`src/common/acc_cpu_pkg.sv`:
```
package acc_cpu_pkg;

    // machine widths
    localparam int word_width = 16;
    localparam int addr_width = 12;
    // one word per address, full 12-bit space
    localparam int mem_depth = 4096;

    // instruction set, top nibble of the word
    typedef enum logic [3:0] {
        op_lda = 4'h0,
        op_sta = 4'h1,
        op_add = 4'h2,
        op_sub = 4'h3,
        op_mul = 4'h4,
        op_and = 4'h5,
        op_or  = 4'h6,
        op_xor = 4'h7,
        op_shl = 4'h8,
        op_shr = 4'h9,
        op_rol = 4'ha,
        op_ror = 4'hb,
        op_ceq = 4'hc,
        op_jmp = 4'hd,
        op_jz  = 4'he,
        op_hlt = 4'hf
    } opcode_e;

    // alu operations, only the ones an instruction can reach
    typedef enum logic [3:0] {
        alu_add    = 4'h0,
        alu_sub    = 4'h1,
        alu_mul    = 4'h2,
        alu_and    = 4'h3,
        alu_or     = 4'h4,
        alu_xor    = 4'h5,
        alu_shl    = 4'h6,
        alu_shr    = 4'h7,
        alu_rol    = 4'h8,
        alu_ror    = 4'h9,
        alu_eq     = 4'ha,
        alu_pass_b = 4'hb
    } alu_op_e;

    // control sequencer states, one cycle each
    typedef enum logic [2:0] {
        st_idle      = 3'd0,
        st_fetch     = 3'd1,
        st_fetch_rd  = 3'd2,
        st_decode    = 3'd3,
        st_exec_addr = 3'd4,
        st_exec_rd   = 3'd5,
        st_exec      = 3'd6,
        st_halted    = 3'd7
    } cpu_state_e;

    // memory word, seen as an instruction in IR or as an operand in MBR
    typedef union packed {
        struct packed {
            opcode_e               opcode;
            logic [addr_width-1:0] addr;
        } instr;
        logic [word_width-1:0] data;
    } instr_word_u;

endpackage

```
`src/pc_counter.sv`:
```
module pc_counter (
    input  logic                               clock,
    input  logic                               rst_n,
    input  logic                               start_clear,
    input  logic                               pc_inc,
    input  logic                               pc_load,
    input  logic [acc_cpu_pkg::addr_width-1:0] jump_addr,
    output logic [acc_cpu_pkg::addr_width-1:0] pc
);

    // priority: restart, then jump, then step
    always_ff @(posedge clock or negedge rst_n) begin
        if (!rst_n) begin
            pc <= '0;
        end else if (start_clear) begin
            pc <= '0;
        end else if (pc_load) begin
            // jump target from IR address field
            pc <= jump_addr;
        end else if (pc_inc) begin
            // 4095 rolls over to 0 at full width
            pc <= pc + 1'b1;
        end
    end

endmodule

```
`config.mk`:
```
export PLATFORM = sky130hd
export DESIGN_NAME = pc_counter
export DESIGN_NICKNAME = d
export VERILOG_FILES = /design/src/common/acc_cpu_pkg.sv /design/src/pc_counter.sv
export SDC_FILE = /design/constraint.sdc
export NUM_CORES = 1
export LEC_CHECK = 0
export ABC_AREA = 1
export BUFFER_PORTS_ARGS = -buffer_cell sky130_fd_sc_hd__buf_2
export CAP_MARGIN = 20
export CORE_MARGIN = 2
export CORE_UTILIZATION = 50
export CTS_CLUSTER_DIAMETER = 120
export DETAILED_ROUTE_END_ITERATION = 12
export PLACE_DENSITY = 0.78
export SETUP_SLACK_MARGIN = 0.4
export SKIP_LAST_GASP = 1
export SYNTH_ARGS = -nofsm -noshare
export SYNTH_HDL_FRONTEND = slang
export SYNTH_SLANG_ARGS = --single-unit
```
`constraint.sdc`:
```
create_clock -name clock -period 3.15 [get_ports clock]
set_clock_uncertainty 0.05 [all_clocks]
set_input_delay 0.315 -clock clock [delete_from_list [all_inputs] [get_ports clock]]
set_output_delay 0.315 -clock clock [all_outputs]
set_load 0.03 [all_outputs]
```
# ---- Yosys cells after proc, flatten, opt, wreduce, memory -nomap -nowiden
# Index checks and enable logic that the tools add are counted.
dict set report word_totals {
  regBits 12
  in_bits 17
  out_inout_bits 12
  wordCells 6
}
dict set report classes {
  add_sub_neg 1
  n_mux 3
  n_reduce_logical 1
}
# op n
set ops {}
lappend ops {{$mux W12} 3}
lappend ops {{$add A12 B1 Y12 const B} 1}
lappend ops {{$reduce_bool A3 Y1} 1}

# ---- Logic depth before layout (Yosys ltp)
dict set report depth {
  depth_word 4
  ltp_mapped 8
  ltp_nobuf 8
}

# ---- Least setup slack after synthesis
# No wires, ideal clock.
dict set report synth_path {
  kind {register -> register}
  start {register pc[1] (netlist name)}
  end {register pc[8] (netlist name)}
  arrival_ns 1.309
  required_time_ns 2.983
  path_slack_ns 1.674
  path_stages_with_launch 9
  n_path_buf 0
  path_cell_list {dfrtp_1 -> ha_1 -> nand2_2 -> nor2_4 -> nand2_1 -> nand2_1 -> nand3_1 -> nand2_1 -> nand2_1}
}
dict set report synth_between {
  elab_chain_len 4
}
# element line_no
set synth_rtl {}
lappend synth_rtl {{from (decl)} pc_counter.sv:8} ;# output logic [acc_cpu_pkg::addr_width-1:0] pc
lappend synth_rtl {{from (signal assigned)} pc_counter.sv:19} ;# pc <= jump_addr;
lappend synth_rtl {{from (signal assigned)} pc_counter.sv:22} ;# pc <= pc + 1'b1;
lappend synth_rtl {{$add A12 B1 Y12} pc_counter.sv:22}
lappend synth_rtl {{$mux W12} pc_counter.sv:20} ;# end else if (pc_inc) begin
lappend synth_rtl {{$mux W12} pc_counter.sv:17} ;# end else if (pc_load) begin
lappend synth_rtl {{$mux W12} pc_counter.sv:15} ;# end else if (start_clear) begin
# Every way passes these cells. The select of a mux whose other input is x is not followed.
# A chain may end at the register's enable or synchronous reset.

# ---- Final worst setup path
dict set report layout_path {
  start {register pc[0] (netlist name)}
  end {register pc[2] (netlist name)}
}
# The elaborated chain is that of the path after synthesis.

==> impl_metrics.tcl <==
set metrics [dict create \
    synth_xor_area_frac 0.0100 \
    drt_iter0_drc 20 \
    grt_usage 0.212 \
    hold_path.class "in -> reg" \
    yosys_register_bits 12 \
    cts_buffers 3 \
    yosys_warnings 0 \
    nNetsFinal 177 \
    final.setup.tns_ns 0 \
    post-cts-setup-buffers 0 \
    tightest_slew_ns 0.546 \
    path_class "reg -> reg" \
    rsz0062_at_grt "no" \
    drc 0 \
    max-slew-margin-rel 0.636 \
    grt_pass1_vias 693 \
    fmax_ghz 0.727 \
    cp_max_fo 5 \
    synth_top_family_by_area "simple AND/OR/NAND/NOR gates" \
    dp_hpwl_um 1480 \
    clk_latency_ns 0.28 \
    synth_area_um2 873 \
    grt_pass1_wl_um 3130 \
    start_util 0.517 \
    worstHoldStart "jump_addr[1]" \
    io_buffers 28 \
    arrival_ns 1.47 \
    dominantRegCellSynth "dfrtp_1" \
    ir_worst_vdd_v 0.000317 \
    antenna_cells 0 \
    ys_types 23 \
    clock_sinks 12 \
    cts_buffer_depth 2 \
    avgViaCountPerCell 5.26 \
    r2r_start "pc[0]" \
    hold_viol_final 0 \
    drv_cap 0 \
    vias 916 \
    largest_reg_flops 12 \
    cp_slowest_cell "dfrtp_1" \
    cts_tree "built" \
    ant_nets 0 \
    synth.area.mux_share 0 \
    synthesis.nets 146 \
    synth_top_cell_by_area "dfrtp_1" \
    cts_resized 0 \
    grt_overflow 0 \
    worstSetupEndpointType "register" \
    ys_seq_area_frac 0.344 \
    htree_levels 1 \
    drt_wl_total_um 2040 \
    finalSetupViolCount 0 \
    gp_congestion 0.800 \
    grt_max_degree 20 \
    num_rows 15 \
    fillerInstances 153 \
    antenna_found_initial 0 \
    power_density_nw_per_um2 373 \
    synth_cells 128 \
    crit_path_start "pc[0]" \
    utilization 0.612 \
    synth_edf_count 0 \
    yosys.area_share.simple 0.438 \
    synth_compound_area_frac 0.100 \
    max_stage_delay_ns 0.43 \
    timing.critical_path.required_ns 3.25 \
    status "completed" \
    synth.top_cell.area_share 0.344 \
    synth_area_leaders "dfrtp_1, nand2_1, nor2_1, nand3_1, inv_1" \
    die_w_um 45.8 \
    postSynthAreaPerCell_um2 6.82 \
    largest_register "pc" \
    area_delta_synth_final_pct 18.3 \
    die_h_um 45.8 \
    slew_violations 0 \
    holdWs_ns 0.301 \
    first_pass_iters 4 \
    cts_root_buffer "clkbuf_4" \
    fin_crit_ns 1.38 \
    dieArea_um2 2100 \
    synth_fa_ha_area_frac 0.0143 \
    ioPinCount 29 \
    leakage_uw 0.000518 \
    wl_per_cell_um 11.7 \
    clk_pin_slew_ns 0.07 \
    reg_top3 "pc (12)" \
    start_kind "register" \
    holdBufCountCts 1 \
    core-area_um2 1690 \
    synthArstFlopShare 1.00 \
    layout-drive-gt1-share 0.261 \
    finalCritPeriodShare 0.437 \
    path_cells "ha_1 > or2_2 > a21oi_1 > o31ai_1" \
]
==> logic make-up after synthesis <==
group / count (synthesis)
adder cells (fa/ha/maj): 1
AND/OR/NAND/NOR: 84
AO/OA/AOI/OAI: 15
XOR/XNOR: 1
buffers and inverters: 15
flip-flops: 12
==> layout by cell type (no fill, tap or decap) <==
cell | Yosys | routed
xor2_1 | 1 | 1
nand3_1 | 12 | 12
o21bai_2 | 1 | 1
nor2_2 | 1 | 1
dlygate4sd3_1 | 0 | 1
nand2_1 | 34 | 34
inv_2 | 1 | 1
inv_4 | 1 | 1
nor2_1 | 26 | 26
nand4_1 | 3 | 3
ha_1 | 1 | 1
o21ai_1 | 6 | 6
buf_2 | 0 | 28
or2_2 | 1 | 1
inv_1 | 10 | 10
clkbuf_4 | 0 | 3
nor2_4 | 2 | 2
o31ai_1 | 2 | 2
o22ai_1 | 1 | 1
o21ai_0 | 3 | 3
nand2_2 | 2 | 2
nand3b_1 | 2 | 2
a21oi_1 | 2 | 2
nor3_4 | 1 | 1
dfrtp_1 | 12 | 12
==> per-layer routing <==
layer	track usage	wire length [um]
met1	0.301	961
met2	0.318	930
met3	0.0238	103
met4	0.103	42
met5	0	0
==> final timing paths <==
kind | slack [ns] | cells past startpoint | end
setup / recovery | 1.77 | 4 | pc[2]
hold / removal | 0.30 | 3 | pc[1]
setup reg to reg | 1.77 | 4 | pc[2]
hold reg to reg | 0.49 | 2 | pc[11]
max in group asynchronous | 2.43 | 2 | pc[2]
min in group asynchronous | 0.39 | 2 | pc[6]
==> stage by stage <==
| stage | total power, uW | worst slack (ns) | instance area (um^2) | instances |
|---|---|---|---|---|
| finish | 385 | 1.77 | 1030 | 174 |
| detailed placement | 289 | 1.76 | 1000 | 170 |
| global placement | 286 | 1.81 | 1000 | 170 |
| global route | 404 | 1.65 | 1030 | 174 |
| CTS | 385 | 1.78 | 1030 | 174 |
| floorplan | 256 | 1.67 | 873 | 128 |
==> final cells by class <==
| type | instances | area (um^2) | area share |
|---|---|---|---|
| tap | 17 | 21.3 | 0.0206 |
| multi-input combinational | 101 | 492 | 0.476 |
| clock buffer | 3 | 22.5 | 0.0218 |
| sequential | 12 | 300 | 0.291 |
| inverter | 12 | 47.5 | 0.0460 |
| timing repair buffer | 29 | 150 | 0.145 |
==> synth_stat cells, types with 2 or more instances <==
library cell  instances
nand2_1              34
o21ai_0               3
nor2_1               26
o31ai_1               2
nand4_1               3
a21oi_1               2
o21ai_1               6
inv_1                10
dfrtp_1              12
nand3_1              12
nand3b_1              2
buf_6                 3
nand2_2               2
nor2_4                2
==> where the power goes <==
group / total (uW) / internal, uW / switching, uW
Clock: 98.3 / 44.4 / 53.9
Sequential: 182 / 166 / 16.4
Combinational: 105 / 35.9 / 68.9
Total: 385 / 246 / 139
==> worst max-delay path: cells and delay by family (launching register included) <==
family	cells	cell delay [ns]
AND/OR/NAND/NOR	1	0.28
flip-flops	1	0.43
AO/OA/AOI/OAI	2	0.24
adder cells (fa/ha/maj)	1	0.25
Note: power is estimated with default switching activity, not from simulation.
