<file path="src/common/acc_cpu_pkg.sv">
package acc_cpu_pkg;

    // machine widths
    localparam int word_width = 16;
    localparam int addr_width = 12;
    // one word per address, full 12-bit space
    localparam int mem_depth = 4096;

    // instruction set, top nibble of the word
    typedef enum logic [3:0] {
        op_lda = 4'h0,
        op_sta = 4'h1,
        op_add = 4'h2,
        op_sub = 4'h3,
        op_mul = 4'h4,
        op_and = 4'h5,
        op_or  = 4'h6,
        op_xor = 4'h7,
        op_shl = 4'h8,
        op_shr = 4'h9,
        op_rol = 4'ha,
        op_ror = 4'hb,
        op_ceq = 4'hc,
        op_jmp = 4'hd,
        op_jz  = 4'he,
        op_hlt = 4'hf
    } opcode_e;

    // alu operations, only the ones an instruction can reach
    typedef enum logic [3:0] {
        alu_add    = 4'h0,
        alu_sub    = 4'h1,
        alu_mul    = 4'h2,
        alu_and    = 4'h3,
        alu_or     = 4'h4,
        alu_xor    = 4'h5,
        alu_shl    = 4'h6,
        alu_shr    = 4'h7,
        alu_rol    = 4'h8,
        alu_ror    = 4'h9,
        alu_eq     = 4'ha,
        alu_pass_b = 4'hb
    } alu_op_e;

    // control sequencer states, one cycle each
    typedef enum logic [2:0] {
        st_idle      = 3'd0,
        st_fetch     = 3'd1,
        st_fetch_rd  = 3'd2,
        st_decode    = 3'd3,
        st_exec_addr = 3'd4,
        st_exec_rd   = 3'd5,
        st_exec      = 3'd6,
        st_halted    = 3'd7
    } cpu_state_e;

    // memory word, seen as an instruction in IR or as an operand in MBR
    typedef union packed {
        struct packed {
            opcode_e               opcode;
            logic [addr_width-1:0] addr;
        } instr;
        logic [word_width-1:0] data;
    } instr_word_u;

endpackage

</file>
<file path="src/common/mem_bus_if.sv">
interface mem_bus_if;

    // address comes from MAR
    logic [acc_cpu_pkg::addr_width-1:0] addr;
    // store data is always the accumulator
    logic [acc_cpu_pkg::word_width-1:0] wdata;
    logic                               we;
    // registered read, word at last cycle's addr
    logic [acc_cpu_pkg::word_width-1:0] rdata;

    modport cpu (
        output addr,
        output wdata,
        output we,
        input  rdata
    );

    modport mem (
        input  addr,
        input  wdata,
        input  we,
        output rdata
    );

endinterface

</file>
<file path="src/common/datapath_ctrl_if.sv">
interface datapath_ctrl_if;

    // strobes from the FSM
    logic                 mar_load;
    // 0 takes PC, 1 takes IR address field
    logic                 mar_sel;
    logic                 ir_load;
    logic                 acc_load;
    logic                 store;
    acc_cpu_pkg::alu_op_e alu_op;

    // status back from the datapath
    acc_cpu_pkg::opcode_e opcode;
    logic                 acc_zero;

    modport fsm (
        output mar_load,
        output mar_sel,
        output ir_load,
        output acc_load,
        output store,
        output alu_op,
        input  opcode,
        input  acc_zero
    );

    modport dp (
        input  mar_load,
        input  mar_sel,
        input  ir_load,
        input  acc_load,
        input  store,
        input  alu_op,
        output opcode,
        output acc_zero
    );

endinterface

</file>
<file path="src/datapath/alu.sv">
module alu (
    input  acc_cpu_pkg::alu_op_e               op,
    input  logic [acc_cpu_pkg::word_width-1:0] a,
    input  logic [acc_cpu_pkg::word_width-1:0] b,
    output logic [acc_cpu_pkg::word_width-1:0] result
);

    localparam int msb = acc_cpu_pkg::word_width - 1;

    // all results truncated to the word width
    always_comb begin
        case (op)
            acc_cpu_pkg::alu_add: result = a + b;
            acc_cpu_pkg::alu_sub: result = a - b;
            // low half of the product
            acc_cpu_pkg::alu_mul: result = a * b;
            acc_cpu_pkg::alu_and: result = a & b;
            acc_cpu_pkg::alu_or:  result = a | b;
            acc_cpu_pkg::alu_xor: result = a ^ b;
            // single-bit moves of a, b unused
            acc_cpu_pkg::alu_shl: result = a << 1;
            acc_cpu_pkg::alu_shr: result = a >> 1;
            acc_cpu_pkg::alu_rol: result = {a[msb-1:0], a[msb]};
            acc_cpu_pkg::alu_ror: result = {a[0], a[msb:1]};
            // compare gives 1 or 0
            acc_cpu_pkg::alu_eq: begin
                result = '0;
                result[0] = (a == b);
            end
            // LDA path
            acc_cpu_pkg::alu_pass_b: result = b;
            default: result = '0;
        endcase
    end

endmodule

</file>
<file path="src/datapath/datapath.sv">
module datapath (
    input  logic                               clock,
    input  logic                               rst_n,
    input  logic                               start_clear,
    datapath_ctrl_if.dp                        ctrl,
    mem_bus_if.cpu                             bus,
    input  logic [acc_cpu_pkg::addr_width-1:0] pc,
    output logic [acc_cpu_pkg::addr_width-1:0] ir_addr,
    output logic [acc_cpu_pkg::word_width-1:0] acc
);

    logic [acc_cpu_pkg::addr_width-1:0] mar;
    acc_cpu_pkg::instr_word_u           ir;
    // MBR is the registered memory output itself
    acc_cpu_pkg::instr_word_u           mbr;
    logic [acc_cpu_pkg::word_width-1:0] alu_result;

    assign mbr = bus.rdata;

    // MAR, source is PC on fetch, IR address on execute
    always_ff @(posedge clock or negedge rst_n) begin
        if (!rst_n) begin
            mar <= '0;
        end else if (ctrl.mar_load) begin
            mar <= ctrl.mar_sel ? ir.instr.addr : pc;
        end
    end

    // IR, fetched word seen as opcode and address
    always_ff @(posedge clock or negedge rst_n) begin
        if (!rst_n) begin
            ir <= '0;
        end else if (ctrl.ir_load) begin
            ir <= mbr;
        end
    end

    // accumulator
    always_ff @(posedge clock or negedge rst_n) begin
        if (!rst_n) begin
            acc <= '0;
        end else if (start_clear) begin
            acc <= '0;
        end else if (ctrl.acc_load) begin
            acc <= alu_result;
        end
    end

    // operand b is the memory word as plain data
    alu u_alu (
        .op     (ctrl.alu_op),
        .a      (acc),
        .b      (mbr.data),
        .result (alu_result)
    );

    // status to the FSM
    assign ctrl.opcode   = ir.instr.opcode;
    assign ctrl.acc_zero = (acc == '0);
    assign ir_addr       = ir.instr.addr;

    // memory port, store data is always the accumulator
    assign bus.addr  = mar;
    assign bus.wdata = acc;
    assign bus.we    = ctrl.store;

endmodule

</file>
<file path="src/flat_wrapper.sv">
// flat-port wrapper written by rule: the top's interface ports become plain ports
module datapath_flat 
  (clock, rst_n, start_clear, pc, ir_addr, acc, ctrl_mar_load, ctrl_mar_sel, ctrl_ir_load, ctrl_acc_load, ctrl_store, ctrl_alu_op, ctrl_opcode, ctrl_acc_zero, bus_addr, bus_wdata, bus_we, bus_rdata);
  datapath_ctrl_if ctrl_i ();
  mem_bus_if bus_i ();
  input  logic clock;
  input  logic rst_n;
  input  logic start_clear;
  input  logic [acc_cpu_pkg::addr_width-1:0] pc;
  output logic [acc_cpu_pkg::addr_width-1:0] ir_addr;
  output logic [acc_cpu_pkg::word_width-1:0] acc;
  input wire logic [$bits(ctrl_i.mar_load)-1:0] ctrl_mar_load;
  input wire logic [$bits(ctrl_i.mar_sel)-1:0] ctrl_mar_sel;
  input wire logic [$bits(ctrl_i.ir_load)-1:0] ctrl_ir_load;
  input wire logic [$bits(ctrl_i.acc_load)-1:0] ctrl_acc_load;
  input wire logic [$bits(ctrl_i.store)-1:0] ctrl_store;
  input wire logic [$bits(ctrl_i.alu_op)-1:0] ctrl_alu_op;
  output wire logic [$bits(ctrl_i.opcode)-1:0] ctrl_opcode;
  output wire logic [$bits(ctrl_i.acc_zero)-1:0] ctrl_acc_zero;
  output wire logic [$bits(bus_i.addr)-1:0] bus_addr;
  output wire logic [$bits(bus_i.wdata)-1:0] bus_wdata;
  output wire logic [$bits(bus_i.we)-1:0] bus_we;
  input wire logic [$bits(bus_i.rdata)-1:0] bus_rdata;
  assign ctrl_i.mar_load = ctrl_mar_load;
  assign ctrl_i.mar_sel = ctrl_mar_sel;
  assign ctrl_i.ir_load = ctrl_ir_load;
  assign ctrl_i.acc_load = ctrl_acc_load;
  assign ctrl_i.store = ctrl_store;
  assign ctrl_i.alu_op = ctrl_alu_op;
  assign ctrl_opcode = ctrl_i.opcode;
  assign ctrl_acc_zero = ctrl_i.acc_zero;
  assign bus_addr = bus_i.addr;
  assign bus_wdata = bus_i.wdata;
  assign bus_we = bus_i.we;
  assign bus_i.rdata = bus_rdata;
  datapath u_core (.clock(clock), .rst_n(rst_n), .start_clear(start_clear), .ctrl(ctrl_i), .bus(bus_i), .pc(pc), .ir_addr(ir_addr), .acc(acc));
endmodule
</file>
<file path="config.mk">
export PLATFORM = sky130hd
export DESIGN_NAME = datapath_flat
export DESIGN_NICKNAME = d
export VERILOG_FILES = /design/src/common/acc_cpu_pkg.sv /design/src/common/mem_bus_if.sv /design/src/common/datapath_ctrl_if.sv /design/src/datapath/alu.sv /design/src/datapath/datapath.sv /design/src/flat_wrapper.sv
export SDC_FILE = /design/constraint.sdc
export NUM_CORES = 1
export LEC_CHECK = 0
export BUFFER_PORTS_ARGS = -buffer_cell sky130_fd_sc_hd__clkbuf_2
export CORE_UTILIZATION = 24
export CTS_CLUSTER_DIAMETER = 200
export DETAILED_ROUTE_END_ITERATION = 10
export SLEW_MARGIN = 25
export SYNTH_ARGS = -nofsm -noshare
export SYNTH_HDL_FRONTEND = slang
export SYNTH_SLANG_ARGS = --single-unit
</file>
<file path="constraint.sdc">
create_clock -name clock -period 7.3 [get_ports clock]
set_input_delay 0.365 -clock clock [delete_from_list [all_inputs] [get_ports clock]]
set_output_delay 0.365 -clock clock [all_outputs]
set_load 0.02 [all_outputs]
</file>
# Yosys cells after proc, flatten, opt, wreduce, memory -nomap -nowiden
# Index checks and enable logic that the tools add are counted.
# classes
n_addsub	2
multipliers	1
eq_ne	12
mux	4
n_bitwise	3
reduce_logical	3
# ops
cell	n
16-bit one-hot mux with 12 select lines	1
16-bit two-way mux	2
16-bit adder	1
16-bit AND	1
16-bit equality test	1
4-bit by 3-bit equality test with 1-bit output (second input constant)	4
4-bit equality test (second input constant)	4
16-bit logical NOT	1
16-bit by 16-bit multiplier with 16-bit output	1
16-bit OR	1
16-bit subtractor	1
16-bit bitwise XOR	1
12-bit two-way mux	1
4-bit by 2-bit equality test with 1-bit output (second input constant)	2
4-bit by 1-bit equality test with 1-bit output (second input constant)	1
4-bit logical NOT	1
2-bit nonzero test	1
# word_totals
register_bits	44
in_bits	40
out_inout_bits	62
wordCells	28

# Longest topological paths before layout
# logic_depth
depth_word	4
depth_mapped	23
ltp_nobuf	21

# Cells and area by module
# From an unflattened synthesis, not the netlist that was laid out.
# hier_totals
cells_unflattened	1009
hier_area_um2	8311.7
# by_module_without_submodules
module	instances	cells_per_inst	area_each_um2	seq_area_each_um2
alu	1	850	6353.6	0.0
datapath	1	159	1958.1	1101.1

# Worst setup path before layout
# OpenSTA, ideal clock, no wires.
# synth_timing
path_kind	register to register
from	register u_core.acc[5] (netlist bit)
to	register u_core.acc[14] (netlist bit)
setup_ps	140
arrival_time_ps	5601
required_ps	7160
setup_slack_ps	1558
stages_incl_launch_ff	22
path_buffers	1
synth_period_minus_slack_ps	5742
path_cell_list	dfrtp_1 clkbuf_1 inv_1 nor2_1 fa_1 inv_1 fa_1 fa_1 fa_1 inv_1 fa_1 inv_1 fa_1 inv_1 ha_1 a21o_1 a2111oi_2 o31ai_1 xor2_1 a211o_1 a21oi_1 o221ai_1
# synth_between
elab_chain_cells	4
word_cells_on_any_way	6
classes_between	add/sub (2); mul (1); mux (3)
# synth_lines
element	line_no	text
start: declaration	datapath.sv:9	output logic [acc_cpu_pkg::word_width-1:0] acc
start signal: assignment	datapath.sv:45	acc <= alu_result;
16-bit by 16-bit multiplier with 16-bit output, or another cell as far along	alu.sv:16	acc_cpu_pkg::alu_mul: result = a * b;
16-bit one-hot mux with 12 select lines *	alu.sv:12	case (op)
16-bit two-way mux *	datapath.sv:44	end else if (ctrl.acc_load) begin
16-bit two-way mux *	datapath.sv:42	end else if (start_clear) begin
# Mark *: on every way between the ends. The rest lies on a longest branch, timed or not. The select of a mux whose other input is x is not followed.
# A chain may end at the register's enable or synchronous reset.

# Worst setup path after layout
# Ends and elaborated chain as after synthesis.

==> results.py <==
metrics = {
    "floorplanning": {
        "die-area_um2": 34900,
        "die_y_um": 187,
        "start_util_pct": 24.4,
        "die_width_um": 187,
        "row_count": 67,
        "ios": 102,
        "coreArea_um2": 33600,
    },
    "logic_synthesis": {
        "ys.warnings.count": 0,
        "syn-instance-count": 992,
        "synth_flop_cell": "dfrtp_1",
        "avgSynthCellArea_um2": 8.27,
        "yosysUniqueCellTypes": 64,
        "syn-cell-area_um2": 8210,
        "ys_seq_area_share_pct": 13.4,
        "synth-edff-count": 0,
        "synthArstFlopShare_pct": 100,
        "synth_nets": 1211,
        "synth-seq-cells": 44,
    },
    "clock_network": {
        "h-tree-depth": 2,
        "root_buffer": "clkbuf_16",
        "cts_buffers": 5,
        "cts_resized": 0,
        "clock_path_buffers": 2,
        "cts_hold_buf": 0,
        "clk_latency_ns": 0.31,
        "clock-sinks": 44,
        "clkTransAtPathRegs_ns": 0.08,
        "cts_setup_buffers": 0,
        "cts_tree": "built",
    },
    "pwr": {
        "p_per_area_nw_per_um2": 113,
        "p_leak_nw": 4.31,
        "ir_drop_v": 0.0000860,
    },
    "sta": {
        "slew_violations": 0,
        "fin_crit_sh_pct": 86.8,
        "finalHoldViolCount": 0,
        "relSlewSlack_pct": 45.0,
        "tns_ns": 0,
        "rsz0062_at_grt": "no",
        "setup_viol": 0,
        "period_needed_ns": 6.34,
        "skew_ns": 0.00758,
        "tightest_slew_ns": 0.825,
        "fmax_ghz": 0.158,
        "fin_ws_ns": 0.964,
    },
    "grt": {
        "gr-total-overflow": 0,
        "grt_pass1_vias": 7351,
        "grt_util_all_layers_pct": 16.2,
        "grt_pass1_wl_mm": 43.8,
        "grt_max_degree": 45,
        "antenna_found_initial": 0,
    },
    "worst_setup_path": {
        "critPathKind": "reg2reg",
        "cp.required_ns": 7.47,
        "r2r_cells": 20,
        "end_kind": "flop",
        "critPathLaunchType": "flop",
        "arrival_ns": 6.50,
        "crit_fanout": 15,
    },
    "detailed_routing": {
        "ant_nets": 0,
        "drt-pass1-iter-count": 5,
        "num_vias": 7378,
        "via_per_inst": 4.95,
        "avgRoutedWirePerCell_um": 18.8,
        "drt_iter0_drc": 711,
        "drc": 0,
        "drt-total-wl_mm": 28.1,
    },
    "flow_run": {
        "max-cap-violations": 0,
    },
    "final_layout": {
        "utilization_pct": 27.3,
        "drive_gt1_share_pct": 14.7,
        "final_common_cell": "inv_1",
        "area_growth_pct": 11.9,
        "antenna_cells_inserted": 0,
        "mostFrequentLayoutCells": "154 x inv_1, 105 x nand2_1, 104 x nor2_1",
        "final_nets": 1261,
        "n_fill_cell": 3671,
    },
    "placed_design": {
        "port-buffer-count": 99,
        "dpl.hpwl_mm": 21.7,
        "gp_congestion": 0.912,
        "dp_slack_ns": 0.949,
    },
    "outcome": {
        "status": "completed",
    },
    "hold_path": {
        "min_path_type": "in2async",
    },
}
-- registers in the layout (all words and copies together), names as in the netlist --
| register | flops |
|---|---|
| u_core.ir | 16 |
| u_core.bus.addr | 12 |
| u_core.acc | 16 |
-- power by group --
group          switching, mW  internal [mW]
Clock                  0.117          0.163
Sequential            0.0252          0.264
Combinational          0.298          0.166
-- cells by family (layout without fill, tap and decap cells) --
group | Yosys count | count (layout) | synth area share (%)
simple gates | 270 | 270 | 14.1
buf+inv | 228 | 279 | 11.5
compound gates | 191 | 191 | 16.8
fa+ha+maj | 179 | 179 | 34.7
xor+xnor | 49 | 49 | 5.40
flops | 44 | 44 | 13.4
mux | 31 | 31 | 4.06
-- through the flow --
stage | area [um2] | hold slack, ns | instances | power, mW
finish | 9180 | 0.172 | 1491 | 1.03
CTS | 9180 | 0.197 | 1491 | 1.04
global route | 9180 | 0.210 | 1491 | 1.10
floorplan | 8210 | 0.0694 | 992 | 0.597
detailed placement | 9010 | 0.495 | 1483 | 0.753
global placement | 9010 | 0.494 | 1483 | 0.749
-- critical path: stages (launching register included) --
cell	delay (ns)
dfrtp_1	0.78
inv_1	0.30
nor2_1	0.20
fa_1	0.45
inv_1	0.08
fa_1	0.44
fa_1	0.51
fa_1	0.54
inv_1	0.05
fa_1	0.47
inv_1	0.05
fa_1	0.48
inv_1	0.04
ha_1	0.32
a21o_1	0.21
a2111oi_2	0.27
o31ai_1	0.16
xor2_1	0.23
a211o_1	0.34
a21oi_1	0.14
o221ai_1	0.11
-- routing by layer --
layer	global-route usage, %	vias to the layer above	part of all wire [%]
li1	-	3363	-
met1	22.5	3608	44
met2	25.9	370	45
met3	2.63	37	8.7
met4	4.79	0	2.1
met5	0	-	0
-- worst paths after layout --
check / to / from / slack, ns
worst max-delay path: u_core.acc[14] / u_core.acc[5] / 0.96
worst min-delay path: u_core.bus.addr[4] / rst_n / 0.17
worst min register to register: u_core.ir[13] / u_core.ir[13] / 0.51
max in group asynchronous: u_core.ir[12] / rst_n / 6.69
min in group clock: u_core.bus.addr[0] / pc[0] / 0.37
worst max register to register: u_core.acc[14] / u_core.acc[5] / 0.96
-- area by class of cell --
type	instances	area (um2)	share of cell area, %
clock buffers	5	125	1.36
clock inverters	3	46.3	0.504
inverters	159	597	6.50
multi-input cells	720	6160	67.1
flip-flops and latches	44	1100	12.0
well taps	448	561	6.11
repair buffers	112	593	6.46
-- synthesized netlist by cell type (all sizes together), types with 3 or more instances --
cell type	instances	area, um2
nand2b	8	50.1
a221oi	14	123
a31oi	10	62.6
mux2i	13	130
a21o	6	45.0
xor2	12	105
or3	3	18.8
o211ai	4	30.0
inv	154	578
o221ai	3	26.3
xnor2	36	315
clkbuf	41	155
a2111oi	5	100
mux2	18	203
nor4	8	50.1
a211oi	10	75.1
nor2b	8	50.1
o21a	5	52.6
a21oi	46	234
fa	81	1620
dfrtp	44	1100
o31ai	7	57.6
a22o	4	35.0
o21bai	5	37.5
clkinv	5	18.8
nand3	9	45.0
nand2	105	394
nor2	104	390
nand3b	3	22.5
ha	98	1230
o21ai	32	160
a22oi	18	135
nor3	10	50.1
buf	28	194
o2111ai	8	70.1
No activity file was read; power rests on OpenSTA's default activity.
