==> src/common/acc_cpu_pkg.sv <==
package acc_cpu_pkg;

    // machine widths
    localparam int word_width = 16;
    localparam int addr_width = 12;
    // one word per address, full 12-bit space
    localparam int mem_depth = 4096;

    // instruction set, top nibble of the word
    typedef enum logic [3:0] {
        op_lda = 4'h0,
        op_sta = 4'h1,
        op_add = 4'h2,
        op_sub = 4'h3,
        op_mul = 4'h4,
        op_and = 4'h5,
        op_or  = 4'h6,
        op_xor = 4'h7,
        op_shl = 4'h8,
        op_shr = 4'h9,
        op_rol = 4'ha,
        op_ror = 4'hb,
        op_ceq = 4'hc,
        op_jmp = 4'hd,
        op_jz  = 4'he,
        op_hlt = 4'hf
    } opcode_e;

    // alu operations, only the ones an instruction can reach
    typedef enum logic [3:0] {
        alu_add    = 4'h0,
        alu_sub    = 4'h1,
        alu_mul    = 4'h2,
        alu_and    = 4'h3,
        alu_or     = 4'h4,
        alu_xor    = 4'h5,
        alu_shl    = 4'h6,
        alu_shr    = 4'h7,
        alu_rol    = 4'h8,
        alu_ror    = 4'h9,
        alu_eq     = 4'ha,
        alu_pass_b = 4'hb
    } alu_op_e;

    // control sequencer states, one cycle each
    typedef enum logic [2:0] {
        st_idle      = 3'd0,
        st_fetch     = 3'd1,
        st_fetch_rd  = 3'd2,
        st_decode    = 3'd3,
        st_exec_addr = 3'd4,
        st_exec_rd   = 3'd5,
        st_exec      = 3'd6,
        st_halted    = 3'd7
    } cpu_state_e;

    // memory word, seen as an instruction in IR or as an operand in MBR
    typedef union packed {
        struct packed {
            opcode_e               opcode;
            logic [addr_width-1:0] addr;
        } instr;
        logic [word_width-1:0] data;
    } instr_word_u;

endpackage

==> src/common/datapath_ctrl_if.sv <==
interface datapath_ctrl_if;

    // strobes from the FSM
    logic                 mar_load;
    // 0 takes PC, 1 takes IR address field
    logic                 mar_sel;
    logic                 ir_load;
    logic                 acc_load;
    logic                 store;
    acc_cpu_pkg::alu_op_e alu_op;

    // status back from the datapath
    acc_cpu_pkg::opcode_e opcode;
    logic                 acc_zero;

    modport fsm (
        output mar_load,
        output mar_sel,
        output ir_load,
        output acc_load,
        output store,
        output alu_op,
        input  opcode,
        input  acc_zero
    );

    modport dp (
        input  mar_load,
        input  mar_sel,
        input  ir_load,
        input  acc_load,
        input  store,
        input  alu_op,
        output opcode,
        output acc_zero
    );

endinterface

==> src/control/control_fsm.sv <==
module control_fsm (
    input  logic         clock,
    input  logic         rst_n,
    input  logic         run,
    datapath_ctrl_if.fsm ctrl,
    output logic         pc_inc,
    output logic         pc_load,
    output logic         start_clear,
    output logic         halted
);

    acc_cpu_pkg::cpu_state_e state;
    acc_cpu_pkg::cpu_state_e state_next;
    // instruction classes decoded from IR
    logic                    mem_operand;
    logic                    shift_op;

    // classify current opcode
    // only looked at from exec_addr on, when IR is valid
    always_comb begin
        mem_operand = 1'b0;
        shift_op    = 1'b0;
        case (ctrl.opcode)
            acc_cpu_pkg::op_lda,
            acc_cpu_pkg::op_add,
            acc_cpu_pkg::op_sub,
            acc_cpu_pkg::op_mul,
            acc_cpu_pkg::op_and,
            acc_cpu_pkg::op_or,
            acc_cpu_pkg::op_xor,
            acc_cpu_pkg::op_ceq: mem_operand = 1'b1;
            acc_cpu_pkg::op_shl,
            acc_cpu_pkg::op_shr,
            acc_cpu_pkg::op_rol,
            acc_cpu_pkg::op_ror: shift_op = 1'b1;
            default: mem_operand = 1'b0;
        endcase
    end

    // opcode to alu operation
    // LDA goes through the alu as pass_b
    always_comb begin
        case (ctrl.opcode)
            acc_cpu_pkg::op_add: ctrl.alu_op = acc_cpu_pkg::alu_add;
            acc_cpu_pkg::op_sub: ctrl.alu_op = acc_cpu_pkg::alu_sub;
            acc_cpu_pkg::op_mul: ctrl.alu_op = acc_cpu_pkg::alu_mul;
            acc_cpu_pkg::op_and: ctrl.alu_op = acc_cpu_pkg::alu_and;
            acc_cpu_pkg::op_or:  ctrl.alu_op = acc_cpu_pkg::alu_or;
            acc_cpu_pkg::op_xor: ctrl.alu_op = acc_cpu_pkg::alu_xor;
            acc_cpu_pkg::op_shl: ctrl.alu_op = acc_cpu_pkg::alu_shl;
            acc_cpu_pkg::op_shr: ctrl.alu_op = acc_cpu_pkg::alu_shr;
            acc_cpu_pkg::op_rol: ctrl.alu_op = acc_cpu_pkg::alu_rol;
            acc_cpu_pkg::op_ror: ctrl.alu_op = acc_cpu_pkg::alu_ror;
            acc_cpu_pkg::op_ceq: ctrl.alu_op = acc_cpu_pkg::alu_eq;
            default:             ctrl.alu_op = acc_cpu_pkg::alu_pass_b;
        endcase
    end

    always_ff @(posedge clock or negedge rst_n) begin
        if (!rst_n) begin
            state <= acc_cpu_pkg::st_idle;
        end else begin
            state <= state_next;
        end
    end

    // next state and strobes, all strobes default low
    always_comb begin
        state_next    = state;
        ctrl.mar_load = 1'b0;
        ctrl.mar_sel  = 1'b0;
        ctrl.ir_load  = 1'b0;
        ctrl.acc_load = 1'b0;
        ctrl.store    = 1'b0;
        pc_inc        = 1'b0;
        pc_load       = 1'b0;
        start_clear   = 1'b0;
        case (state)
            // run restarts from address 0 with a clean accumulator
            acc_cpu_pkg::st_idle,
            acc_cpu_pkg::st_halted: begin
                if (run) begin
                    start_clear = 1'b1;
                    state_next  = acc_cpu_pkg::st_fetch;
                end
            end
            acc_cpu_pkg::st_fetch: begin
                ctrl.mar_load = 1'b1;
                state_next    = acc_cpu_pkg::st_fetch_rd;
            end
            // memory read latency
            acc_cpu_pkg::st_fetch_rd: state_next = acc_cpu_pkg::st_decode;
            acc_cpu_pkg::st_decode: begin
                ctrl.ir_load = 1'b1;
                pc_inc       = 1'b1;
                state_next   = acc_cpu_pkg::st_exec_addr;
            end
            acc_cpu_pkg::st_exec_addr: begin
                if (mem_operand) begin
                    ctrl.mar_load = 1'b1;
                    ctrl.mar_sel  = 1'b1;
                    state_next    = acc_cpu_pkg::st_exec_rd;
                end else if (shift_op) begin
                    // shifts finish here, acc only
                    ctrl.acc_load = 1'b1;
                    state_next    = acc_cpu_pkg::st_fetch;
                end else if (ctrl.opcode == acc_cpu_pkg::op_sta) begin
                    // no read needed, straight to the write
                    ctrl.mar_load = 1'b1;
                    ctrl.mar_sel  = 1'b1;
                    state_next    = acc_cpu_pkg::st_exec;
                end else if (ctrl.opcode == acc_cpu_pkg::op_jmp) begin
                    pc_load    = 1'b1;
                    state_next = acc_cpu_pkg::st_fetch;
                end else if (ctrl.opcode == acc_cpu_pkg::op_jz) begin
                    // untaken JZ just falls through
                    pc_load    = ctrl.acc_zero;
                    state_next = acc_cpu_pkg::st_fetch;
                end else begin
                    state_next = acc_cpu_pkg::st_halted;
                end
            end
            acc_cpu_pkg::st_exec_rd: state_next = acc_cpu_pkg::st_exec;
            acc_cpu_pkg::st_exec: begin
                if (ctrl.opcode == acc_cpu_pkg::op_sta) begin
                    ctrl.store = 1'b1;
                end else begin
                    ctrl.acc_load = 1'b1;
                end
                state_next = acc_cpu_pkg::st_fetch;
            end
            default: state_next = acc_cpu_pkg::st_idle;
        endcase
    end

    assign halted = (state == acc_cpu_pkg::st_halted);

endmodule

==> src/flat_wrapper.sv <==
// flat-port wrapper written by rule: the top's interface ports become plain ports
module control_fsm_flat 
  (clock, rst_n, run, pc_inc, pc_load, start_clear, halted, ctrl_mar_load, ctrl_mar_sel, ctrl_ir_load, ctrl_acc_load, ctrl_store, ctrl_alu_op, ctrl_opcode, ctrl_acc_zero);
  datapath_ctrl_if ctrl_i ();
  input  logic clock;
  input  logic rst_n;
  input  logic run;
  output logic pc_inc;
  output logic pc_load;
  output logic start_clear;
  output logic halted;
  output wire logic [$bits(ctrl_i.mar_load)-1:0] ctrl_mar_load;
  output wire logic [$bits(ctrl_i.mar_sel)-1:0] ctrl_mar_sel;
  output wire logic [$bits(ctrl_i.ir_load)-1:0] ctrl_ir_load;
  output wire logic [$bits(ctrl_i.acc_load)-1:0] ctrl_acc_load;
  output wire logic [$bits(ctrl_i.store)-1:0] ctrl_store;
  output wire logic [$bits(ctrl_i.alu_op)-1:0] ctrl_alu_op;
  input wire logic [$bits(ctrl_i.opcode)-1:0] ctrl_opcode;
  input wire logic [$bits(ctrl_i.acc_zero)-1:0] ctrl_acc_zero;
  assign ctrl_mar_load = ctrl_i.mar_load;
  assign ctrl_mar_sel = ctrl_i.mar_sel;
  assign ctrl_ir_load = ctrl_i.ir_load;
  assign ctrl_acc_load = ctrl_i.acc_load;
  assign ctrl_store = ctrl_i.store;
  assign ctrl_alu_op = ctrl_i.alu_op;
  assign ctrl_i.opcode = ctrl_opcode;
  assign ctrl_i.acc_zero = ctrl_acc_zero;
  control_fsm u_core (.clock(clock), .rst_n(rst_n), .run(run), .ctrl(ctrl_i), .pc_inc(pc_inc), .pc_load(pc_load), .start_clear(start_clear), .halted(halted));
endmodule
==> config.mk <==
export PLATFORM = sky130hd
export DESIGN_NAME = control_fsm_flat
export DESIGN_NICKNAME = d
export VERILOG_FILES = /design/src/common/acc_cpu_pkg.sv /design/src/common/datapath_ctrl_if.sv /design/src/control/control_fsm.sv /design/src/flat_wrapper.sv
export SDC_FILE = /design/constraint.sdc
export NUM_CORES = 1
export LEC_CHECK = 0
export BUFFER_PORTS_ARGS = -buffer_cell sky130_fd_sc_hd__buf_2
export CELL_PAD_IN_SITES_DETAIL_PLACEMENT = 0
export CELL_PAD_IN_SITES_GLOBAL_PLACEMENT = 2
export CORE_ASPECT_RATIO = 0.6
export CORE_UTILIZATION = 20
export DETAILED_ROUTE_END_ITERATION = 10
export PLACE_DENSITY = 0.73
export SETUP_SLACK_MARGIN = 0.05
export SLEW_MARGIN = 20
export SYNTH_ARGS = -nofsm -noshare
export SYNTH_HDL_FRONTEND = slang
export SYNTH_SLANG_ARGS = --single-unit
==> constraint.sdc <==
create_clock -name clock -period 1.4 [get_ports clock]
set_clock_uncertainty 0.15 [all_clocks]
set_input_delay 0.35 -clock clock [delete_from_list [all_inputs] [get_ports clock]]
set_output_delay 0.35 -clock clock [all_outputs]
set_load 0.03 [all_outputs]
---- Word level (Yosys, flattened, before mapping) ----
Memories as Yosys holds them, arrays and structs flattened.
Cells that the tools add are included.
word-level totals
  bits in registers ....................... 3
  ROM bits ................................ 64
  input bits .............................. 8
  output and inout bits ................... 13
  word-level logic and storage cells ...... 57
  memories ................................ 1
memories
  name             depth  bits a word  read ports  clocked after Yosys merged registers in  write ports  line               text
  (no name shown)  16     4            1           0                                        0            control_fsm.sv:43  case (ctrl.opcode)
cells by class
  eq/ne operators ......................... 22
  mux-type cells .......................... 28
  reductions and logical operators ........ 5
operator list
  cell                                                             number
  4-bit == test, second input constant                             7
  3-bit case mux with 7 select lines                               1
  1-bit 2-to-1 mux                                                 19
  3-bit 2-to-1 mux                                                 6
  4-bit by 3-bit == test with 1-bit output, second input constant  4
  3-bit == test, second input constant                             4
  4-bit by 2-bit == test with 1-bit output, second input constant  2
  8-bit OR reduction                                               1
  3-bit by 2-bit == test with 1-bit output, second input constant  2
  4-bit by 1-bit == test with 1-bit output, second input constant  1
  4-bit zero test                                                  1
  1-bit case mux with 2 select lines                               2
  4-bit OR reduction                                               1
  3-bit by 1-bit == test with 1-bit output, second input constant  1
  3-bit zero test                                                  1
  2-bit != test, second input constant                             1
  2-bit OR reduction                                               1

---- Logic depth before layout (Yosys ltp) ----
Gate-level depths: netlist (run 1).
  depth in word-level cells ............... 7
  gate-level depth with buffers ........... 5
  depth with buffers taken out ............ 4

---- Least setup slack after synthesis (run 1) ----
No wires, ideal clock.
  kind .................................... register to output
  start point ............................. register u_core.state[0]
  end point ............................... output port pc_load
  arrival time ............................ 1.681 ns
  data required time ...................... 0.900 ns
  setup slack ............................. -0.781 ns
  stages on the path, launching flop included .. 4
  buffers on the path ..................... 1
  cells stage by stage .................... dfrtp_1 buf_4 nand2b_1 nor4_1
on the way
  longest elaborated chain between the ends .. 2
RTL lines
  element                 line               text
  start, declared         control_fsm.sv:12  acc_cpu_pkg::cpu_state_e state;
  start signal, assigned  control_fsm.sv:61  state <= acc_cpu_pkg::st_idle;
  start signal, assigned  control_fsm.sv:63  state <= state_next;
  3-bit == test           control_fsm.sv:78  case (state)
  1-bit 2-to-1 mux        control_fsm.sv:78
  end, declared           flat_wrapper.sv:9  output logic pc_load;
Every way passes these cells.

---- Worst setup path after layout (run 1) ----
  start point ............................. register u_core.state[1]
  end point ............................... output port ctrl_mar_sel
on the way
  longest elaborated chain between the ends .. 2
RTL lines
  element           line                text
  3-bit == test     control_fsm.sv:78
  1-bit 2-to-1 mux  control_fsm.sv:78
  end, declared     flat_wrapper.sv:13  output wire logic [$bits(ctrl_i.mar_sel)-1:0] ctrl_mar_sel;
Every way passes these cells.

==> run metrics, run 1 <==
LEAKAGE=0.491 nW; worst min-delay path class=in -> async; detailed placement HPWL=1.07 mm; start of the worst register-to-register path=u_core.state[1]; share of the yosys chip area belonging to registers=16.8%; net count after synthesis=66; number of buffers added by the clock tree synthesis step=3; FILL cells=173; source-to-sink clock delay at the later pin of the worst-skew pair=0.21 ns; final-report max-slew violation count=0; Register-to-Register Setup Slack=0.01 ns; actual slew at the worst max-slew pin=0.252 ns; final routed wirelength across all metal layers=1.57 mm; # Max-Cap Violations=0; Final setup viols=13; cell count after placement=115; Crit path arrival time=1.26 ns; most frequent standard cell in the layout excluding fill and tap cells=buf_6; die height=38.6 µm; die width=63.0 µm; starting density of the core=22.7%; setup repair after global routing missed its margin=true; TritonCTS clock tree=done; violation count after the first detailed-routing iteration=3; power per unit of standard cell area=1740 nW/µm²; longest individual stage delay on the worst path=0.40 ns; synthesized area per cell=7.70 µm²; largest delay contributor family on the critical path=buffers and inverters; highest-count cells in the layout ignoring fill and taps=20 x buf_6, 16 x buf_4, 5 x nor2_4; net count of the finished layout=109; largest reg by FF count=u_core.state; result of the run=finished with violations; Post-Layout Inst Area=1140 µm²; endpoint kind of the worst setup timing path=primary output; vias in the first global route=580; top-level I/O count=21; Post-Synthesis Cell Area=447 µm²; pin count of the biggest net entering global routing=9; worst hold slack after final layout=0.309 ns; critical path class=reg -> out; remaining antenna violation count=0; last weighted congestion value of the routability-driven placer=0.868; area of placed instances=738 µm²; cell occurring most often along the worst timing path=buf_6; Warnings, synthesis=0; largest registers=u_core.state (3); antenna diode instance count=0; FF+latch count, synth=3; slowest CP cell=dfrtp_1; maximum operating frequency=0.567 GHz; Die Area=2430 µm²; Final Cycle Share=126%; critical path cell sequence=buf_6 > buf_6 > a211oi_4 > buf_6; area grow syn2layout=155%; count of unique library cells instantiated by Yosys=29; maximum number of buffers from clock root to sink=2; reg2reg path depth=5; root buffer selected by CTS=clkbuf_8; total global routing overflow=0; peak supply drop=978 µV; crit path setup slack, layout=-0.364 ns; core region area=1970 µm²; number of flip-flops in the largest register=3; gate count after technology mapping=58; CTS clock-pin slew for the worst setup and hold paths=0.03 ns; time the worst path needs with I/O delays and setup=1.76 ns; final count of hold timing violations=0; number of buffers inserted by port buffering=20; first-pass iteration count of the detailed router=2; highest fanout seen on the critical path=5; number of standard cells in the final layout excluding fillers=128; # rows=12; initial antenna violation count=0; share of final-layout standard cells stronger than drive strength 1=79.0%; gr usage total=15.0%; worst rel slew slack=83.0%; R2R Path End=u_core.state[1]; global-route wire length before repair=2.68 mm; total number of vias=562; Clock H-tree levels=1; kind of start point of the critical path=flop; Post-Place Worst Slack=-0.425 ns; average routed wire per standard cell=12.3 µm; Vias per Instance=4.39; WP data required=0.90 ns; DRC violation count after routing=0; failing checks=setup timing; number of clock sinks seen by CTS=3; buffer and inverter count on the worst path=3
## through the flow
stage	utilization (%)	setup TNS, ns	power, mW
after global placement	37.5	-3.53	1.30
after floorplan	-	-1.77	1.03
final	57.9	-2.93	1.98
after CTS	55.1	-2.96	1.85
after global routing	57.9	-3.42	2.11
after detailed placement	37.5	-3.55	1.31
## how the worst max path moves through the flow
stage,start,depth (start not counted),slack [ns],end
floorplan,ctrl_opcode[1],4,-0.26,ctrl_store
global placement,ctrl_opcode[0],6,-0.42,ctrl_acc_load
detailed placement,ctrl_opcode[0],6,-0.43,ctrl_acc_load
CTS,u_core.state[1],5,-0.34,start_clear
global route,u_core.state[2],4,-0.39,ctrl_mar_load
finish,u_core.state[1],4,-0.36,ctrl_mar_sel
## kinds of logic after synthesis
kind of cell,Yosys count,synth area share [%]
flip-flops,3,16.8
AO/OA/AOI/OAI,16,23.5
AND/OR/NAND/NOR,28,37.3
multiplexers,1,2.52
XOR/XNOR,1,1.96
buffers and inverters,9,17.9
## power breakdown
part	leakage, nW	switching [mW]	internal [mW]
Clock	0.0228	0.0526	0.194
Combinational	0.433	0.770	0.773
Sequential	0.0349	0.0587	0.137
Total	0.491	0.881	1.10
## metal layers
layer	up-vias	global-route usage, %	wire (µm)
met4	0	7.56	45
met2	18	23.9	721
li1	284	-	-
met3	4	3.24	62
met1	256	19.3	740
met5	-	0	0
## synth_stat cells (all sizes together)
library cell,n,share of area (%)
nor4,1,1.4
a21oi,5,5.6
nor2,7,5.9
and3,1,1.7
o22a,1,2.0
clkbuf,2,6.2
o21ai,3,3.4
nand2,6,5.0
buf,5,10
or3,1,1.4
inv,2,1.7
nand2b,2,2.8
o21bai,1,1.7
mux2,1,2.5
nor2b,2,6.2
o221ai,1,2.0
nand3b,1,1.7
nor3,3,3.4
and2,1,1.4
xor2,1,2.0
or3b,1,2.0
o21a,1,1.7
dfrtp,3,17
a211oi,1,1.7
a221o,1,2.2
a21o,2,3.4
nor3b,2,4.5
## cell type report
cell class	count	area (µm²)	area share [%]
clock buffer	4	45.0	3.96
inverter	2	10.0	0.879
multi-input combinational	46	499	43.8
sequential	3	76.3	6.70
tap	28	35.0	3.08
timing repair buffer	45	473	41.5
## repair_timing
item | 4_1_cts | 5_1_grt
hold buffers | 1 | 0
pin swaps | 10 | 8
hold endpoints to repair | 3 | 0
setup endpoints to repair | 15 | 16
gates resized for setup | 60 | 14
setup buffers | 6 | 3
gates cloned | 1 | 0
(Power assumes the default switching activity.)
==> run 2, diff against run 1 <==
==> constraint.sdc (replaced) <==
create_clock -name clock -period 1.5 [get_ports clock]
set_clock_uncertainty 0.15 [all_clocks]
set_input_delay 0.375 -clock clock [delete_from_list [all_inputs] [get_ports clock]]
set_output_delay 0.375 -clock clock [all_outputs]
set_load 0.03 [all_outputs]
==> run metrics, run 2 (synthesis gave the netlist of run 1 again) <==
highest fanout seen on the critical path=5; Crit path arrival time=1.25 ns; worst rel slew slack=81.8%; endpoint kind of the worst setup timing path=primary output; Vias per Instance=4.34; worst hold slack after final layout=0.336 ns; core region area=1970 µm²; M1 GR Usage=19.9%; final routed wirelength across all metal layers=1.43 mm; violation count after the first detailed-routing iteration=16; cell count after placement=118; kind of start point of the critical path=flop; first-pass iteration count of the detailed router=4; time the worst path needs with I/O delays and setup=1.78 ns; last weighted congestion value of the routability-driven placer=0.838; maximum operating frequency=0.562 GHz; initial antenna violation count=0; fraction of the core area covered by cells at the end of the flow=53.7%; final-report max-slew violation count=0; maximum number of buffers from clock root to sink=2; number of buffers inserted by port buffering=20; worst min-delay path class=in -> async; top-level I/O count=21; actual slew at the worst max-slew pin=0.272 ns; FILL cells=179; root buffer selected by CTS=clkbuf_8; detailed placement HPWL=1.03 mm; power per unit of standard cell area=1630 nW/µm²; pin count of the biggest net entering global routing=9; WP data required=0.97 ns; CTS clock-pin slew for the worst setup and hold paths=0.03 ns; number of flip-flops in the largest register=3; peak supply drop=962 µV; start of the worst register-to-register path=u_core.state[1]; DRC violation count after routing=0; Clock H-tree levels=1; net count of the finished layout=106; number of clock sinks seen by CTS=3; critical path class=reg -> out; crit path setup slack, layout=-0.279 ns; Final Cycle Share=119%; failing checks=setup timing; largest registers=u_core.state (3); LEAKAGE=0.459 nW; share of final-layout standard cells stronger than drive strength 1=74.2%; most frequent standard cell in the layout excluding fill and tap cells=buf_6; area grow syn2layout=136%; remaining antenna violation count=0; result of the run=finished with violations; average routed wire per standard cell=11.5 µm; starting density of the core=22.7%; die height=38.6 µm; global-route wire length before repair=2.48 mm; total number of vias=542; startpoint of the worst setup timing path=u_core.state[1]; setup repair after global routing missed its margin=true; number of buffers added by the clock tree synthesis step=3; antenna diode instance count=0; Final setup viols=12; GR Layer Usage met3=1.18%; # rows=12; Post-Place Worst Slack=-0.397 ns; source-to-sink clock delay at the later pin of the worst-skew pair=0.21 ns; vias in the first global route=520; highest-count cells in the layout ignoring fill and taps=19 x buf_6, 15 x buf_4, 4 x nor2_4; total global routing overflow=0; # Max-Cap Violations=0; layer with the highest usage after global routing=met2; final count of hold timing violations=0; M2 GR Usage=21.0%; number of standard cells in the final layout excluding fillers=125; gr usage total=13.5%; largest reg by FF count=u_core.state; setup TNS=-1.96 ns; TritonCTS clock tree=done; die width=63.0 µm; Die Area=2430 µm²
-- run 2: cell types whose count changed in the layout (fill, tap and decap cells not counted), sizes merged --
| cell | delta |
|---|---|
| buf | -3 |
-- run 2: worst paths after layout --
check / depth (start not counted) / endpoint / slack (ns)
max: 4 / ctrl_acc_load / -0.28
min: 2 / u_core.state[0] / 0.34
max reg2reg: 5 / u_core.state[1] / 0.10
min reg2reg: 1 / u_core.state[0] / 0.50
max in group asynchronous: 2 / u_core.state[1] / 0.74
min in group clock: 3 / u_core.state[2] / 0.45
-- run 2: cell type report --
| cell class | instances | area (µm²) | share of cell area [%] |
|---|---|---|---|
| multi-input cells | 46 | 462 | 43.7 |
| repair buffers | 42 | 427 | 40.4 |
| flip-flops and latches | 3 | 77.6 | 7.35 |
| clock buffers | 4 | 45.0 | 4.27 |
| well taps | 28 | 35.0 | 3.32 |
| inverters | 2 | 10.0 | 0.948 |
-- run 2: worst max-delay path, stage by stage, from the launching register on --
cell and delay, ns:
dfrtp_2 0.45, inv_4 0.07, mux2_4 0.30, nor2_4 0.08
buf_6 0.13
-- run 2: power breakdown --
group	internal, mW	switching, mW	total (mW)
combinational	0.635	0.649	1.28
sequential	0.131	0.0706	0.201
clock	0.182	0.0560	0.238
-- run 2: timing repair --
item / CTS / global route
hold buffers: 1 / 0
endpoints found under the hold margin: 3 / 0
resized for setup: 58 / 5
endpoints found under the setup margin: 14 / 15
setup buffers: 2 / 0
pin swaps: 11 / 4
-- run 2: layer usage --
layer  routed length, µm  share of wire [%]
met5                   0                  0
met4                  21                1.5
met3                  58                4.0
met2                 609                 42
met1                 744                 52
-- run 2: metrics by stage --
step / instance area [µm²] / power [mW]
2_1_floorplan: 571 / 0.963
3_3_place_gp: 761 / 1.21
3_5_place_dp: 761 / 1.22
4_1_cts: 1030 / 1.66
5_1_grt: 1060 / 1.83
6_report: 1060 / 1.72
